$ cat config.mk
export PLATFORM = sky130hd
export DESIGN_NAME = sdcmd_top
export DESIGN_NICKNAME = d
export VERILOG_FILES = /design/src/sdcmd_pkg.sv /design/src/sdcmd_if.sv /design/src/sdcmd_top.sv /design/src/sdcmd_resp_check.sv /design/src/sdcmd_line_engine.sv /design/src/sdcmd_req_decode.sv /design/src/sdcmd_crc7.sv /design/src/sdcmd_clkgen.sv
export SDC_FILE = /design/constraint.sdc
export NUM_CORES = 1
export LEC_CHECK = 0
export BUFFER_PORTS_ARGS = -buffer_cell sky130_fd_sc_hd__buf_2
export CAP_MARGIN = 20
export CORE_UTILIZATION = 57
export CTS_CLUSTER_DIAMETER = 50
export CTS_CLUSTER_SIZE = 10
export DETAILED_ROUTE_END_ITERATION = 12
export PLACE_DENSITY = 0.78
export SLEW_MARGIN = 20
export SYNTH_ARGS = -nofsm -noshare
export SYNTH_HDL_FRONTEND = slang
export SYNTH_HIERARCHICAL = 1
export SYNTH_SLANG_ARGS = --single-unit
$ cat constraint.sdc
create_clock -name i_clk -period 3.1 [get_ports i_clk]
set_input_delay 0.155 -clock i_clk [delete_from_list [all_inputs] [get_ports i_clk]]
set_output_delay 0.155 -clock i_clk [all_outputs]
set_load 0.1 [all_outputs]
$ cat src/sdcmd_pkg.sv
//////////////////////////////
// SD command engine shared types
// Response kinds, error codes, FSM states,
// timing constants and the response word
//////////////////////////////

package sdcmd_pkg;

    // i_clk cycles per half period of sclk
    localparam int SCLK_HALF = 4;
    localparam int SCLK_CNT_W = $clog2(SCLK_HALF);

    // sclk cycles allowed before the card start bit
    localparam int RESP_TIMEOUT = 64;

    // Idle sclk cycles after each transaction
    localparam int TURN_GAP = 2;

    // Low CMD line direction means the host drives the line
    localparam logic DIR_OUT = 1'b0;
    localparam logic DIR_IN = 1'b1;

    typedef enum logic [1:0] {
        RESP_NONE,
        RESP_R1,
        RESP_R3,
        RESP_R6
    } resp_kind_t;

    // Checker reports transbit, then stopbit, then crc
    typedef enum logic [2:0] {
        ERR_NONE,
        ERR_NO_RESPONSE,
        ERR_TRANSBIT,
        ERR_STOPBIT,
        ERR_CRC
    } cmd_err_t;

    typedef enum logic [3:0] {
        IDLE,
        REQ_CONTENT,
        REQ_CRC7,
        REQ_STOPBIT,
        RESP_WAIT,
        RESP_TRANSBIT,
        RESP_MIRROR,
        RESP_REG,
        RESP_CRC7,
        RESP_STOPBIT,
        PAUSE
    } line_state_t;

    // Card status for R1/R3 or RCA over short status for R6
    typedef union packed {
        logic [31:0] status;
        struct packed {
            logic [15:0] rca;
            logic [15:0] sstat;
        } r6;
    } resp_word_u;

endpackage
$ cat src/sdcmd_if.sv
//////////////////////////////
// SD command engine internal buses
// Decoded request and raw response
//////////////////////////////

interface sdcmd_req_if;
    import sdcmd_pkg::*;

    logic valid;
    logic [5:0] cmd;
    logic [31:0] arg;
    resp_kind_t kind;
    logic take;
    logic done;

    modport req (output valid, cmd, arg, kind, input take, done);
    modport engine (input valid, cmd, arg, kind, output take, done);
endinterface

interface sdcmd_resp_if;
    import sdcmd_pkg::*;

    logic valid;
    resp_kind_t kind;
    logic [5:0] cmd;
    resp_word_u word;
    logic [6:0] crc_rx;
    logic [6:0] crc_calc;
    logic transbit_ok;
    logic stopbit_ok;
    logic timeout;

    modport source (
        output valid, kind, cmd, word, crc_rx, crc_calc, transbit_ok, stopbit_ok, timeout
    );
    modport sink (
        input valid, kind, cmd, word, crc_rx, crc_calc, transbit_ok, stopbit_ok, timeout
    );
endinterface

$ cat src/sdcmd_top.sv
//////////////////////////////
// SD host command engine top
//////////////////////////////

module sdcmd_top (
    input  logic        i_clk,
    input  logic        i_nrst,
    input  logic        i_req_valid,
    input  logic [5:0]  i_req_cmd,
    input  logic [31:0] i_req_arg,
    output logic        o_busy,
    output logic        o_sclk,
    output logic        o_cmd,
    output logic        o_cmd_dir,
    input  logic        i_cmd,
    output logic        o_resp_valid,
    output logic [5:0]  o_resp_cmd,
    output logic [31:0] o_resp_status,
    output logic [15:0] o_resp_rca,
    output logic [2:0]  o_resp_err
);

    logic sclk_pos;
    logic sclk_neg;

    sdcmd_req_if req_bus ();
    sdcmd_resp_if resp_bus ();

    sdcmd_clkgen u_clkgen (
        .i_clk      (i_clk),
        .i_nrst     (i_nrst),
        .o_sclk     (o_sclk),
        .o_sclk_pos (sclk_pos),
        .o_sclk_neg (sclk_neg)
    );

    sdcmd_req_decode u_decode (
        .i_clk       (i_clk),
        .i_nrst      (i_nrst),
        .i_req_valid (i_req_valid),
        .i_req_cmd   (i_req_cmd),
        .i_req_arg   (i_req_arg),
        .req         (req_bus.req),
        .o_busy      (o_busy)
    );

    sdcmd_line_engine u_engine (
        .i_clk      (i_clk),
        .i_nrst     (i_nrst),
        .i_sclk_pos (sclk_pos),
        .i_sclk_neg (sclk_neg),
        .i_cmd      (i_cmd),
        .o_cmd      (o_cmd),
        .o_cmd_dir  (o_cmd_dir),
        .req        (req_bus.engine),
        .resp       (resp_bus.source)
    );

    sdcmd_resp_check u_check (
        .i_clk         (i_clk),
        .i_nrst        (i_nrst),
        .resp          (resp_bus.sink),
        .o_resp_valid  (o_resp_valid),
        .o_resp_cmd    (o_resp_cmd),
        .o_resp_status (o_resp_status),
        .o_resp_rca    (o_resp_rca),
        .o_resp_err    (o_resp_err)
    );

endmodule

$ cat src/sdcmd_resp_check.sv
//////////////////////////////
// Response checker
// Grades the response and splits its fields
//////////////////////////////

module sdcmd_resp_check (
    input  logic               i_clk,
    input  logic               i_nrst,
    sdcmd_resp_if.sink         resp,
    output logic               o_resp_valid,
    output logic [5:0]         o_resp_cmd,
    output logic [31:0]        o_resp_status,
    output logic [15:0]        o_resp_rca,
    output sdcmd_pkg::cmd_err_t o_resp_err
);
    import sdcmd_pkg::*;

    cmd_err_t err;
    logic [31:0] status;
    logic [15:0] rca;

    always_comb begin
        if (resp.timeout) begin
            err = ERR_NO_RESPONSE;
        end else if (!resp.transbit_ok) begin
            err = ERR_TRANSBIT;
        end else if (!resp.stopbit_ok) begin
            err = ERR_STOPBIT;
        end else if (resp.kind != RESP_R3 && resp.crc_rx != resp.crc_calc) begin
            // R3 carries all ones in place of a CRC
            err = ERR_CRC;
        end else begin
            err = ERR_NONE;
        end

        rca = '0;
        status = resp.word.status;
        if (resp.kind == RESP_R6) begin
            // Short status bits go back to their card status slots
            rca = resp.word.r6.rca;
            status = '0;
            status[23] = resp.word.r6.sstat[15];
            status[22] = resp.word.r6.sstat[14];
            status[19] = resp.word.r6.sstat[13];
            status[12:0] = resp.word.r6.sstat[12:0];
        end
    end

    always_ff @(posedge i_clk or negedge i_nrst) begin
        if (!i_nrst) begin
            o_resp_valid <= 1'b0;
        end else begin
            o_resp_valid <= resp.valid;
        end
    end

    always_ff @(posedge i_clk) begin
        if (resp.valid) begin
            o_resp_cmd <= resp.cmd;
            o_resp_status <= status;
            o_resp_rca <= rca;
            o_resp_err <= err;
        end
    end

endmodule

$ cat src/sdcmd_line_engine.sv
//////////////////////////////
// CMD line engine
// Sends the 48-bit command frame, turns the line
// and shifts in a 48-bit response
//////////////////////////////

module sdcmd_line_engine (
    input  logic         i_clk,
    input  logic         i_nrst,
    input  logic         i_sclk_pos,
    input  logic         i_sclk_neg,
    input  logic         i_cmd,
    output logic         o_cmd,
    output logic         o_cmd_dir,
    sdcmd_req_if.engine  req,
    sdcmd_resp_if.source resp
);
    import sdcmd_pkg::*;

    line_state_t state;
    resp_kind_t kind;
    logic [6:0] cnt;
    logic [39:0] tx_shift;
    logic [5:0] mirror;
    resp_word_u rx_word;
    logic [6:0] crc_rx;
    logic [6:0] crc_calc;
    logic [6:0] crc;
    logic transbit_ok;
    logic stopbit_ok;
    logic rx_phase;
    logic crc_clear;
    logic crc_step;
    logic crc_bit;

    assign rx_phase = state inside {RESP_WAIT, RESP_TRANSBIT, RESP_MIRROR, RESP_REG,
                                    RESP_CRC7, RESP_STOPBIT};

    // CRC covers the 40 frame bits out, then the 40 response bits in
    always_comb begin
        crc_clear = (state == IDLE) || (state == REQ_STOPBIT && i_sclk_neg);
        crc_step = 1'b0;
        crc_bit = i_cmd;
        if (state == REQ_CONTENT) begin
            crc_step = i_sclk_neg;
            crc_bit = tx_shift[39];
        end else if ((state inside {RESP_TRANSBIT, RESP_MIRROR, RESP_REG})
                || (state == RESP_WAIT && !i_cmd)) begin
            crc_step = i_sclk_pos;
        end
    end

    sdcmd_crc7 u_crc7 (
        .i_clk   (i_clk),
        .i_nrst  (i_nrst),
        .i_clear (crc_clear),
        .i_step  (crc_step),
        .i_bit   (crc_bit),
        .o_crc   (crc)
    );

    always_ff @(posedge i_clk or negedge i_nrst) begin
        if (!i_nrst) begin
            state <= IDLE;
            cnt <= '0;
            o_cmd <= 1'b1;
            o_cmd_dir <= DIR_OUT;
            req.take <= 1'b0;
            req.done <= 1'b0;
            resp.valid <= 1'b0;
            resp.timeout <= 1'b0;
        end else begin
            req.take <= 1'b0;
            req.done <= 1'b0;
            resp.valid <= 1'b0;
            // Line turns around one sclk period after the end bit
            if (i_sclk_neg) begin
                o_cmd_dir <= rx_phase ? DIR_IN : DIR_OUT;
            end
            case (state)
                IDLE: begin
                    if (req.valid) begin
                        req.take <= 1'b1;
                        resp.timeout <= 1'b0;
                        cnt <= 7'd39;
                        state <= REQ_CONTENT;
                    end
                end
                REQ_CONTENT: begin
                    if (i_sclk_neg) begin
                        o_cmd <= tx_shift[39];
                        cnt <= cnt - 1'b1;
                        if (cnt == '0) begin
                            cnt <= 7'd6;
                            state <= REQ_CRC7;
                        end
                    end
                end
                REQ_CRC7: begin
                    if (i_sclk_neg) begin
                        o_cmd <= crc[cnt[2:0]];
                        cnt <= cnt - 1'b1;
                        if (cnt == '0) begin
                            state <= REQ_STOPBIT;
                        end
                    end
                end
                REQ_STOPBIT: begin
                    if (i_sclk_neg) begin
                        o_cmd <= 1'b1;
                        if (kind == RESP_NONE) begin
                            cnt <= 7'(TURN_GAP - 1);
                            state <= PAUSE;
                        end else begin
                            cnt <= 7'(RESP_TIMEOUT - 1);
                            state <= RESP_WAIT;
                        end
                    end
                end
                RESP_WAIT: begin
                    if (i_sclk_pos) begin
                        cnt <= cnt - 1'b1;
                        if (!i_cmd) begin
                            state <= RESP_TRANSBIT;
                        end else if (cnt == '0) begin
                            resp.timeout <= 1'b1;
                            resp.valid <= 1'b1;
                            cnt <= 7'(TURN_GAP - 1);
                            state <= PAUSE;
                        end
                    end
                end
                RESP_TRANSBIT: begin
                    if (i_sclk_pos) begin
                        cnt <= 7'd5;
                        state <= RESP_MIRROR;
                    end
                end
                RESP_MIRROR, RESP_REG, RESP_CRC7: begin
                    if (i_sclk_pos) begin
                        cnt <= cnt - 1'b1;
                        if (cnt == '0 && state == RESP_MIRROR) begin
                            cnt <= 7'd31;
                            state <= RESP_REG;
                        end else if (cnt == '0 && state == RESP_REG) begin
                            cnt <= 7'd6;
                            state <= RESP_CRC7;
                        end else if (cnt == '0) begin
                            state <= RESP_STOPBIT;
                        end
                    end
                end
                RESP_STOPBIT: begin
                    if (i_sclk_pos) begin
                        resp.valid <= 1'b1;
                        cnt <= 7'(TURN_GAP - 1);
                        state <= PAUSE;
                    end
                end
                PAUSE: begin
                    if (i_sclk_pos) begin
                        cnt <= cnt - 1'b1;
                        if (cnt == '0) begin
                            req.done <= 1'b1;
                            state <= IDLE;
                        end
                    end
                end
                default: state <= IDLE;
            endcase
        end
    end

    // Frame and response payload
    always_ff @(posedge i_clk) begin
        if (state == IDLE && req.valid) begin
            tx_shift <= {2'b01, req.cmd, req.arg};
            kind <= req.kind;
        end else if (state == REQ_CONTENT && i_sclk_neg) begin
            tx_shift <= {tx_shift[38:0], 1'b1};
        end
        if (i_sclk_pos) begin
            case (state)
                RESP_TRANSBIT: transbit_ok <= !i_cmd;
                RESP_MIRROR:   mirror <= {mirror[4:0], i_cmd};
                RESP_REG:      rx_word.status <= {rx_word.status[30:0], i_cmd};
                RESP_CRC7:     crc_rx <= {crc_rx[5:0], i_cmd};
                RESP_STOPBIT: begin
                    stopbit_ok <= i_cmd;
                    crc_calc <= crc;
                end
                default: ;
            endcase
        end
    end

    assign resp.kind = kind;
    assign resp.cmd = mirror;
    assign resp.word = rx_word;
    assign resp.crc_rx = crc_rx;
    assign resp.crc_calc = crc_calc;
    assign resp.transbit_ok = transbit_ok;
    assign resp.stopbit_ok = stopbit_ok;

    a_dir_out_tx: assert property (@(posedge i_clk) disable iff (!i_nrst)
        (state inside {REQ_CONTENT, REQ_CRC7, REQ_STOPBIT}) |-> (o_cmd_dir == DIR_OUT));

endmodule

$ cat src/sdcmd_req_decode.sv
//////////////////////////////
// Host request decoder
// Latches a request, classifies its response
// and tracks the busy flag
//////////////////////////////

module sdcmd_req_decode (
    input  logic        i_clk,
    input  logic        i_nrst,
    input  logic        i_req_valid,
    input  logic [5:0]  i_req_cmd,
    input  logic [31:0] i_req_arg,
    sdcmd_req_if.req    req,
    output logic        o_busy
);
    import sdcmd_pkg::*;

    logic accept;
    resp_kind_t kind_next;

    // Strobes seen while busy are dropped
    assign accept = i_req_valid && !o_busy;

    always_comb begin
        case (i_req_cmd)
            6'd0, 6'd4, 6'd15: kind_next = RESP_NONE;
            6'd41, 6'd58:      kind_next = RESP_R3;
            6'd3:              kind_next = RESP_R6;
            default:           kind_next = RESP_R1;
        endcase
    end

    always_ff @(posedge i_clk or negedge i_nrst) begin
        if (!i_nrst) begin
            req.valid <= 1'b0;
            o_busy <= 1'b0;
        end else if (accept) begin
            req.valid <= 1'b1;
            o_busy <= 1'b1;
        end else begin
            if (req.take) begin
                req.valid <= 1'b0;
            end
            if (req.done) begin
                o_busy <= 1'b0;
            end
        end
    end

    always_ff @(posedge i_clk) begin
        if (accept) begin
            req.cmd <= i_req_cmd;
            req.arg <= i_req_arg;
            req.kind <= kind_next;
        end
    end

    a_take_pending: assert property (@(posedge i_clk) disable iff (!i_nrst)
        req.take |-> req.valid);

endmodule

$ cat src/sdcmd_crc7.sv
//////////////////////////////
// Serial CRC7 over x^7 + x^3 + 1
//////////////////////////////

module sdcmd_crc7 (
    input  logic       i_clk,
    input  logic       i_nrst,
    input  logic       i_clear,
    input  logic       i_step,
    input  logic       i_bit,
    output logic [6:0] o_crc
);

    logic fb;

    assign fb = i_bit ^ o_crc[6];

    always_ff @(posedge i_clk or negedge i_nrst) begin
        if (!i_nrst) begin
            o_crc <= '0;
        end else if (i_clear) begin
            o_crc <= '0;
        end else if (i_step) begin
            // Feedback enters at taps 3 and 0
            o_crc <= {o_crc[5:3], o_crc[2] ^ fb, o_crc[1:0], fb};
        end
    end

endmodule

$ cat src/sdcmd_clkgen.sv
//////////////////////////////
// SD clock divider
// Makes sclk and its edge strobes
//////////////////////////////

module sdcmd_clkgen (
    input  logic i_clk,
    input  logic i_nrst,
    output logic o_sclk,
    output logic o_sclk_pos,
    output logic o_sclk_neg
);
    import sdcmd_pkg::*;

    logic [SCLK_CNT_W-1:0] cnt;
    logic half_done;

    assign half_done = (cnt == SCLK_CNT_W'(SCLK_HALF - 1));

    // Strobe marks the cycle in which sclk has just toggled
    always_ff @(posedge i_clk or negedge i_nrst) begin
        if (!i_nrst) begin
            cnt <= '0;
            o_sclk <= 1'b0;
            o_sclk_pos <= 1'b0;
            o_sclk_neg <= 1'b0;
        end else begin
            o_sclk_pos <= half_done && !o_sclk;
            o_sclk_neg <= half_done && o_sclk;
            if (half_done) begin
                cnt <= '0;
                o_sclk <= ~o_sclk;
            end else begin
                cnt <= cnt + 1'b1;
            end
        end
    end

    a_one_edge: assert property (@(posedge i_clk) disable iff (!i_nrst)
        !(o_sclk_pos && o_sclk_neg));

endmodule

==> flow_metrics.env, run 1 <==
export IMPL_outcome="finished clean"
export IMPL_crit_fanout=14
export IMPL_fmax_mhz=429
export IMPL_clockBufferDepth=3
export IMPL_syn_nets=672
export IMPL_root_buffer="clkbuf_16"
export IMPL_period_share=0.752
export IMPL_seqPwrFrac=0.536
export IMPL_layout_nets=833
export IMPL_critPathArrivalTime_ps=2730
export IMPL_worstSetupPathType="reg -> reg"
export IMPL_core_um2=15200
export IMPL_irDropWorstVdd_mv=0.495
export IMPL_ys_types=69
export IMPL_setup_viol=0
export IMPL_synth_main_ff_cell="edfxtp_1"
export IMPL_yosysWarnings=6
export IMPL_p_leak_uw=0.00408
export IMPL_worst_pin_slew_ps=814
export IMPL_grt_max_degree=59
export IMPL_hp_class="in -> async"
export IMPL_dpl_cell_count=907
export IMPL_antenna_cells=0
export IMPL_drive_gt1_frac=0.215
export IMPL_grt_use_total=0.220
export IMPL_via_per_inst=5.53
export IMPL_ant_nets=0
export IMPL_cts_tree="built"
export IMPL_rsz0062_at_grt="no"
export IMPL_routedWlPerCell_um=17.0
export IMPL_drtIter0Drc=623
export IMPL_wl_mm=17.0
export IMPL_cts_resized=0
export IMPL_slowest_stage="dfrtp_1"
export IMPL_min_period_ps=2330
export IMPL_skew_ps=12.2
export IMPL_cap_violations=0
export IMPL_hold_viol=0
export IMPL_ys_ff_latch=225
export IMPL_post_cts_buffers=0
export IMPL_first_global_vias=5446
export IMPL_vias=5523
export IMPL_initial_core_util=0.583
export IMPL_netlist_area_um2=8860
export IMPL_dpl_worst_slack_ps=795
export IMPL_clkTransAtPathRegs_ps=60
export IMPL_report_final_slew_viol_count=0
export IMPL_p_sw_frac=0.190
export IMPL_antenna_found_initial=0
export IMPL_cp_cell_sequence="buf_4, nor2b_1, xnor2_1, o22ai_1, a21oi_1, o21ai_0, a22o_1"
export IMPL_synth_edf_count=191
export IMPL_tns_ps=0
export IMPL_endpoint_kind="flip-flop"
export IMPL_htreeDepth=1
export IMPL_cp_required_ps=3500
export IMPL_power_switching_uw=1160
export IMPL_drc=0
export IMPL_clkPwrFrac=0.447
export IMPL_setup_worst_path_start_class="flip-flop"
export IMPL_grt_remaining_overflow=0
export IMPL_die_x_um=127
export IMPL_place_area_um2=9610
export IMPL_rows=45
export IMPL_die_area_um2=16000
export IMPL_numPortBuffers=103
export IMPL_hold_buffers=41
export IMPL_combPwrFrac=0.017
export IMPL_instances_no_fill=998
export IMPL_numCtsBuffers=27
export IMPL_async_flop_share=0.142
export IMPL_syn_to_final_growth_pct=21.9
export IMPL_relSlewSlack=0.456
export IMPL_cp_slowest_stage_delay_ps=510
export IMPL_clkLatencyLatePin_ps=510
export IMPL_first_pass_iters=5
export IMPL_dp_hpwl_mm=10.5
export IMPL_avgSynthCellArea_um2=14.1
export IMPL_seq_area_frac_synth=0.743
export IMPL_p_int_uw=4950
export IMPL_syn_inst=628
export IMPL_cts_sinks=225
export IMPL_worst_slack_ps=769
export IMPL_die_y_um=127
export IMPL_grt_pass1_wl_mm=27.8
export IMPL_power_density_nw_per_um2=566
export IMPL_gp_congestion=0.865
export IMPL_final_area_um2=10800
export IMPL_io_pin_count=104
per-layer routing:
metal	track usage	vias to the layer above	routed length (um)
li1	-	2610	-
met1	0.310	2651	7410
met2	0.354	234	8110
met3	0.0405	28	1110
met4	0.0700	0	326
met5	0	-	0
registers in the layout, summed over array words and instances (netlist names), 2 cells and up:
signal / flops
u_engine/tx_shift: 40
u_check/o_resp_status: 32
u_decode/req.arg: 32
u_engine/resp.word: 32
u_check/o_resp_rca: 16
u_engine/cnt: 7
u_engine/resp.crc_calc: 7
u_engine/resp.crc_rx: 7
u_engine/u_crc7/o_crc: 7
u_check/o_resp_cmd: 6
u_decode/req.cmd: 6
u_engine/resp.cmd: 6
u_engine/state: 4
u_check/o_resp_err: 3
u_clkgen/cnt: 2
u_decode/req.kind: 2
u_engine/resp.kind: 2
final timing paths:
path,start,end,slack (ps),cells after the start
max in group asynchronous,i_nrst,u_engine/resp.valid,2270,2
min,i_nrst,u_engine/u_crc7/o_crc[1],250,2
min reg2reg,u_engine/resp.cmd[5],u_check/o_resp_cmd[5],430,0
max reg2reg,u_engine/state[2],u_engine/cnt[2],770,7
max,u_engine/state[2],u_engine/cnt[2],770,7
min in group i_clk,i_req_arg[31],u_decode/req.arg[31],350,2
power groups by stage:
stage | logic (uW) | registers, uW | clock network [uW]
floorplan | 19.9 | 3330 | 0
global route | 116 | 3270 | 2930
global placement | 58.8 | 3340 | 0
finish | 105 | 3280 | 2730
detailed placement | 62.6 | 3340 | 0
CTS | 103 | 3270 | 2790
metrics by stage:
stage | hold slack (ps) | util | total power [uW]
floorplan | -141 | - | 3350
global placement | 255 | 0.632 | 3390
detailed placement | 272 | 0.632 | 3400
CTS | 269 | 0.710 | 6170
global route | 339 | 0.710 | 6320
finish | 254 | 0.710 | 6110
critical path, delay by kind of cell (launching register included):
family	cells	cell delay [ps]
AO/OA/AOI/OAI	4	810
XOR/XNOR	1	210
buffers and inverters	1	260
flip-flops	1	510
AND/OR/NAND/NOR	1	440
kinds of logic after synthesis:
logic type               share of synthesized area
buffers and inverters                       0.0206
XOR/XNOR                                    0.0109
adder cells (fa/ha/maj)                    0.00282
flip-flops                                   0.743
AND/OR/NAND/NOR                              0.134
AO/OA/AOI/OAI                               0.0705
multiplexers                                0.0189
cells in the final DEF (no fill, tap or decap), types with 4 or more instances in the layout:
master / Yosys / routed
nand2_1: 132 / 132
and3_2: 6 / 6
nand3_1: 7 / 7
nor2_1: 41 / 40
buf_4: 3 / 13
o211ai_1: 4 / 4
clkbuf_1: 14 / 18
o31ai_1: 4 / 4
inv_1: 14 / 14
clkbuf_16: 0 / 27
a211oi_1: 5 / 5
a21oi_1: 25 / 25
edfxtp_1: 191 / 191
and3_1: 10 / 10
o22ai_1: 5 / 5
dlygate4sd3_1: 0 / 41
nor3_1: 7 / 7
xor2_1: 8 / 8
buf_2: 4 / 103
o21ai_0: 12 / 12
nand2b_1: 7 / 7
and2_1: 17 / 17
dfrtp_1: 31 / 30
mux2i_1: 10 / 10
final cells by class:
type | instances | area, um^2
clock buffers | 45 | 743
clock inverters | 5 | 31.3
fillers | 980 | 4410
inverters | 14 | 52.6
multi-input cells | 363 | 2110
flip-flops and latches | 225 | 6580
well taps | 188 | 235
repair buffers | 158 | 1040
synth_stat cells (3+ instances only):
master | n | area share
o211ai_1 | 4 | 0.0034
edfxtp_1 | 191 | 0.65
buf_2 | 4 | 0.0023
buf_4 | 3 | 0.0025
a211oi_1 | 5 | 0.0042
and2_1 | 17 | 0.012
inv_1 | 14 | 0.0059
nand3_1 | 7 | 0.0040
o22ai_1 | 5 | 0.0035
o31ai_1 | 4 | 0.0034
nor2_1 | 41 | 0.017
xnor2_1 | 3 | 0.0030
and3_2 | 6 | 0.0051
o21ai_0 | 12 | 0.0068
xor2_1 | 8 | 0.0079
a31oi_1 | 3 | 0.0021
mux2_4 | 3 | 0.0051
nor3_1 | 7 | 0.0040
and3_1 | 10 | 0.0071
mux2i_1 | 10 | 0.011
a21o_1 | 3 | 0.0025
nand2_1 | 132 | 0.056
dfrtp_1 | 31 | 0.088
nor2b_1 | 3 | 0.0021
a21oi_1 | 25 | 0.014
nand2b_1 | 7 | 0.0049
nand3b_1 | 3 | 0.0025
clkbuf_1 | 14 | 0.0059
(Power assumes the default switching activity.)
==> run 2: changes to the inputs <==
==> constraint.sdc (replaced) <==
create_clock -name i_clk -period 2.4 [get_ports i_clk]
set_input_delay 0.12 -clock i_clk [delete_from_list [all_inputs] [get_ports i_clk]]
set_output_delay 0.12 -clock i_clk [all_outputs]
set_load 0.1 [all_outputs]
==> flow_metrics.env, run 2 (same netlist as run 1, synthesis figures left out) <==
export IMPL_outcome="finished clean"
export IMPL_numPortBuffers=103
export IMPL_min_period_ps=2210
export IMPL_grt_pass1_wl_mm=29.4
export IMPL_ff2ff_path_depth=8
export IMPL_initial_core_util=0.583
export IMPL_root_buffer="clkbuf_16"
export IMPL_first_pass_iters=5
export IMPL_slowest_stage="dfrtp_1"
export IMPL_regMostFlops="u_engine/tx_shift"
export IMPL_die_x_um=127
export IMPL_irDropWorstVdd_mv=0.748
export IMPL_wl_mm=17.8
export IMPL_clkLatencyLatePin_ps=520
export IMPL_vias=5614
export IMPL_skew_ps=10.3
export IMPL_die_area_um2=16000
export IMPL_instances_no_fill=1010
export IMPL_drtIter0Drc=550
export IMPL_antenna_cells=0
export IMPL_gp_congestion=0.919
export IMPL_layout_nets=845
export IMPL_numCtsBuffers=27
export IMPL_dpl_worst_slack_ps=201
export IMPL_worst_pin_slew_ps=770
export IMPL_setup_worst_path_start_class="flip-flop"
export IMPL_grt_max_degree=59
export IMPL_cp_slowest_stage_delay_ps=430
export IMPL_relSlewSlack=0.486
export IMPL_rows=45
export IMPL_worstSetupPathType="reg -> reg"
export IMPL_cts_sinks=225
export IMPL_worstSetupEndpoint="u_engine/cnt[3]"
export IMPL_drive_gt1_frac=0.226
export IMPL_tns_ps=0
export IMPL_period_share=0.920
export IMPL_core_um2=15200
export IMPL_critPathArrivalTime_ps=2610
export IMPL_die_y_um=127
export IMPL_io_pin_count=104
export IMPL_dp_hpwl_mm=11.2
export IMPL_grt_remaining_overflow=0
export IMPL_fmax_mhz=453
export IMPL_layout_commonest_cell="edfxtp_1"
export IMPL_grt_use_total=0.234
export IMPL_crit_start="u_engine/cnt[1]"
export IMPL_largest_register_ff_count=40
export IMPL_final_area_um2=10900
export IMPL_mostFrequentLayoutCells="edfxtp_1 (191), nand2_1 (132), buf_2 (103)"
export IMPL_report_final_slew_viol_count=0
export IMPL_antenna_found_initial=0
export IMPL_ant_nets=0
export IMPL_fin_util=0.719
export IMPL_place_area_um2=9700
export IMPL_dpl_cell_count=917
export IMPL_drc=0
export IMPL_p_leak_uw=0.00415
export IMPL_cap_violations=0
export IMPL_hold_viol=0
export IMPL_cp_required_ps=2800
export IMPL_htreeDepth=1
export IMPL_nFillCells=985
export IMPL_worst_slack_ps=193
export IMPL_crit_fanout=6
export IMPL_cts_tree="built"
export IMPL_hp_class="in -> async"
export IMPL_routedWlPerCell_um=17.7
export IMPL_setup_viol=0
export IMPL_syn_to_final_growth_pct=23.4
export IMPL_clockBufferDepth=3
export IMPL_reg2reg_from="u_engine/cnt[1]"
export IMPL_first_global_vias=5678
export IMPL_reg2reg_to="u_engine/cnt[3]"
export IMPL_endpoint_kind="flip-flop"
export IMPL_power_density_nw_per_um2=735
export IMPL_clkTransAtPathRegs_ps=60
export IMPL_ff2ff_setup_slack_ps=190
export IMPL_cp_cell_sequence="inv_1, ha_1, nor4b_4, nand3_1, a211oi_1, or4_1, a21oi_1, a211o_1"
export IMPL_via_per_inst=5.56
==> run 2: cell count changes in the layout (fill, tap and decap cells not counted), sizes merged <==
| cell | change |
|---|---|
| buf | +12 |
| bufinv | +1 |
| clkbuf | +1 |
| clkinvlp | +2 |
| clkinv | -4 |
==> run 2: through the flow <==
stage          power [uW]  hold WS [ps]
2_1_floorplan        4330          -176
3_3_place_gp         4380           215
3_5_place_dp         4390           239
4_1_cts              8090           238
5_1_grt              8290           271
6_report             8040           204
==> run 2: worst min-delay path by stage <==
stage | startpoint | end | slack (ps) | depth (start not counted)
6_report | i_nrst | u_engine/u_crc7/o_crc[1] | 200 | 2
5_1_grt | i_nrst | u_engine/req.done | 270 | 2
4_1_cts | i_nrst | u_engine/req.done | 240 | 2
3_5_place_dp | i_nrst | u_engine/u_crc7/o_crc[4] | 240 | 1
3_3_place_gp | i_nrst | u_engine/u_crc7/o_crc[5] | 220 | 1
2_1_floorplan | i_nrst | u_check/o_resp_valid | -180 | 0
==> run 2: worst max-delay path, delay by kind of cell (launching register included) <==
family	cells	cell delay [ps]
AOI/OAI and AO/OA	3	530
adders and majority gates	1	260
buffers and inverters	1	140
DFF	1	430
and+or+nand+nor	3	720
==> run 2: where the power goes <==
part | internal, uW | total (uW) | leakage (uW) | switching [uW]
clock network | 2210 | 3670 | 0.000374 | 1460
logic | 82.0 | 137 | 0.00180 | 54.7
registers | 4220 | 4230 | 0.00197 | 14.5
==> run 2: cell type report <==
type	instances	area (um^2)	share of cell area
Multi-Input combinational cell	363	2120	0.194
Tap cell	188	235	0.0215
Timing Repair Buffer	170	1150	0.105
Clock buffer	46	747	0.0683
Clock inverter	4	53.8	0.00492
Inverter	14	52.6	0.00481
Sequential cell	225	6580	0.602
==> run 2: layer usage <==
layer | wire length [um] | global-route usage
met1 | 7470 | 0.314
met2 | 8640 | 0.386
met3 | 1150 | 0.0493
met4 | 562 | 0.0798
met5 | 0 | 0
==> run 2: repair_timing <==
action / CTS / global route
buffers inserted: 0 / 2
gates resized for setup: 0 / 1
endpoints found under the hold margin: 75 / 0
setup endpoints to repair: 0 / 2
hold buffers: 41 / 0
==> run 3: changes to the inputs <==
--- a/config.mk
+++ b/config.mk
@@ -7,6 +7,7 @@
 export LEC_CHECK = 0
 export BUFFER_PORTS_ARGS = -buffer_cell sky130_fd_sc_hd__buf_2
 export CAP_MARGIN = 20
+export CORE_ASPECT_RATIO = 1.5
 export CORE_UTILIZATION = 57
 export CTS_CLUSTER_DIAMETER = 50
 export CTS_CLUSTER_SIZE = 10
==> flow_metrics.env, run 3 (same netlist as run 1, synthesis figures left out) <==
export IMPL_gp_congestion=0.898
export IMPL_cap_violations=0
export IMPL_crit_fanout=6
export IMPL_grt_remaining_overflow=0
export IMPL_root_buffer="clkbuf_16"
export IMPL_cp_slowest_stage_delay_ps=420
export IMPL_power_uw=7870
export IMPL_numPortBuffers=103
export IMPL_setup_viol=0
export IMPL_power_density_nw_per_um2=719
export IMPL_initial_core_util=0.585
export IMPL_grt_use_total=0.234
export IMPL_numCtsBuffers=26
export IMPL_grt_pass1_wl_mm=29.1
export IMPL_period_share=0.941
export IMPL_outcome="finished clean"
export IMPL_irDropWorstVdd_mv=0.715
export IMPL_io_pin_count=104
export IMPL_fmax_mhz=443
export IMPL_drtIter0Drc=352
export IMPL_crit_buf_inv=2
export IMPL_core_um2=15100
export IMPL_cts_sinks=225
export IMPL_instances_no_fill=1025
export IMPL_cp_top_family="simple AND/OR/NAND/NOR gates"
export IMPL_cp_required_ps=2820
export IMPL_via_per_inst=5.50
export IMPL_mostFrequentLayoutCells="edfxtp_1 (191), nand2_1 (132), buf_2 (103)"
export IMPL_dpl_cell_count=934
export IMPL_first_global_vias=5605
export IMPL_clkLatencyLatePin_ps=520
export IMPL_vias=5634
export IMPL_ant_nets=0
export IMPL_clkTransAtPathRegs_ps=60
export IMPL_wl_mm=18.4
export IMPL_skew_ps=19.4
export IMPL_die_x_um=104
export IMPL_die_area_um2=16100
export IMPL_cp_cell_sequence="inv_1, ha_1, nor4b_4, nand3_1, o22a_1, nor4_2, buf_4, a21oi_1, o21ai_0"
export IMPL_regMostFlops="u_engine/tx_shift"
export IMPL_layout_nets=850
export IMPL_first_pass_iters=5
export IMPL_relSlewSlack=0.483
export IMPL_drc=0
export IMPL_antenna_cells=0
export IMPL_routedWlPerCell_um=17.9
export IMPL_grt_max_degree=59
export IMPL_p_leak_uw=0.00416
export IMPL_largest_register_ff_count=40
export IMPL_worst_pin_slew_ps=776
export IMPL_rows=55
export IMPL_drive_gt1_frac=0.231
export IMPL_report_final_slew_viol_count=0
export IMPL_hold_viol=0
export IMPL_worstSetupPathType="reg -> reg"
export IMPL_layout_commonest_cell="edfxtp_1"
export IMPL_hp_class="in -> async"
export IMPL_clockBufferDepth=3
export IMPL_endpoint_kind="flip-flop"
export IMPL_setup_worst_path_start_class="flip-flop"
export IMPL_die_y_um=155
export IMPL_htreeDepth=1
export IMPL_syn_to_final_growth_pct=23.5
export IMPL_cts_tree="built"
export IMPL_antenna_found_initial=0
export IMPL_min_period_ps=2260
export IMPL_slowest_stage="dfrtp_1"
export IMPL_critPathArrivalTime_ps=2680
export IMPL_dp_hpwl_mm=11.7
## run 3: cell count changes in the layout (fill, tap and decap cells not counted), sizes merged
| cell | before | now |
|---|---|---|
| bufinv | 1 | 0 |
| clkinvlp | 2 | 0 |
| clkinv | 0 | 2 |
| inv | 15 | 14 |
| buf | 129 | 135 |
## run 3: report_power, final
part / switching, uW / total (uW) / internal [uW] / leakage [uW]
Combinational: 56.5 / 139 / 82.0 / 0.00183
Clock: 1440 / 3500 / 2060 / 0.000361
Sequential: 15.0 / 4230 / 4220 / 0.00197
Total: 1510 / 7870 / 6360 / 0.00416
## run 3: worst paths after layout
| kind | from | to | slack [ps] | cells past startpoint |
|---|---|---|---|---|
| worst min register to register | u_engine/req.done | u_decode/o_busy | 430 | 1 |
| min in group i_clk | i_req_arg[30] | u_decode/req.arg[30] | 300 | 2 |
| worst max register to register | u_engine/cnt[1] | u_engine/cnt[4] | 140 | 9 |
| worst max-delay path | u_engine/cnt[1] | u_engine/cnt[4] | 140 | 9 |
| worst min-delay path | i_nrst | u_engine/cnt[0] | 230 | 2 |
| max in group asynchronous | i_nrst | u_engine/resp.valid | 1640 | 2 |
## run 3: routing by layer
| layer | GRT usage | share of wire | vias to the layer above |
|---|---|---|---|
| met1 | 0.282 | 0.39 | 2713 |
| li1 | - | - | 2646 |
| met3 | 0.0282 | 0.049 | 46 |
| met4 | 0.0823 | 0.027 | 0 |
| met5 | 0 | 0 | - |
| met2 | 0.434 | 0.53 | 229 |
## run 3: final cells by class
type                            instances  area, um^2
Sequential cell                       225        6580
Fill cell                            1001        4200
Multi-Input combinational cell        363        2110
Timing Repair Buffer                  176        1190
Clock buffer                           46         736
Tap cell                              199         249
Inverter                               14        52.6
Clock inverter                          2        21.3
## run 3: through the flow
stage	utilization	TNS, ps	hold WS [ps]	instance area, um^2	setup WS (ps)
2_1_floorplan	-	0	-176	8870	14.5
3_3_place_gp	0.644	0	233	9750	220
3_5_place_dp	0.644	0	244	9750	168
4_1_cts	0.721	0	244	10900	172
5_1_grt	0.723	-7.39	297	10900	-7.39
6_report	0.723	0	231	10900	141
## run 3: timing repair
item | 4_1_cts | 5_1_grt
hold buffers | 41 | 0
resized for setup | 0 | 1
buffers inserted | 0 | 2
hold endpoints to repair | 76 | 0
setup endpoints to repair | 0 | 2
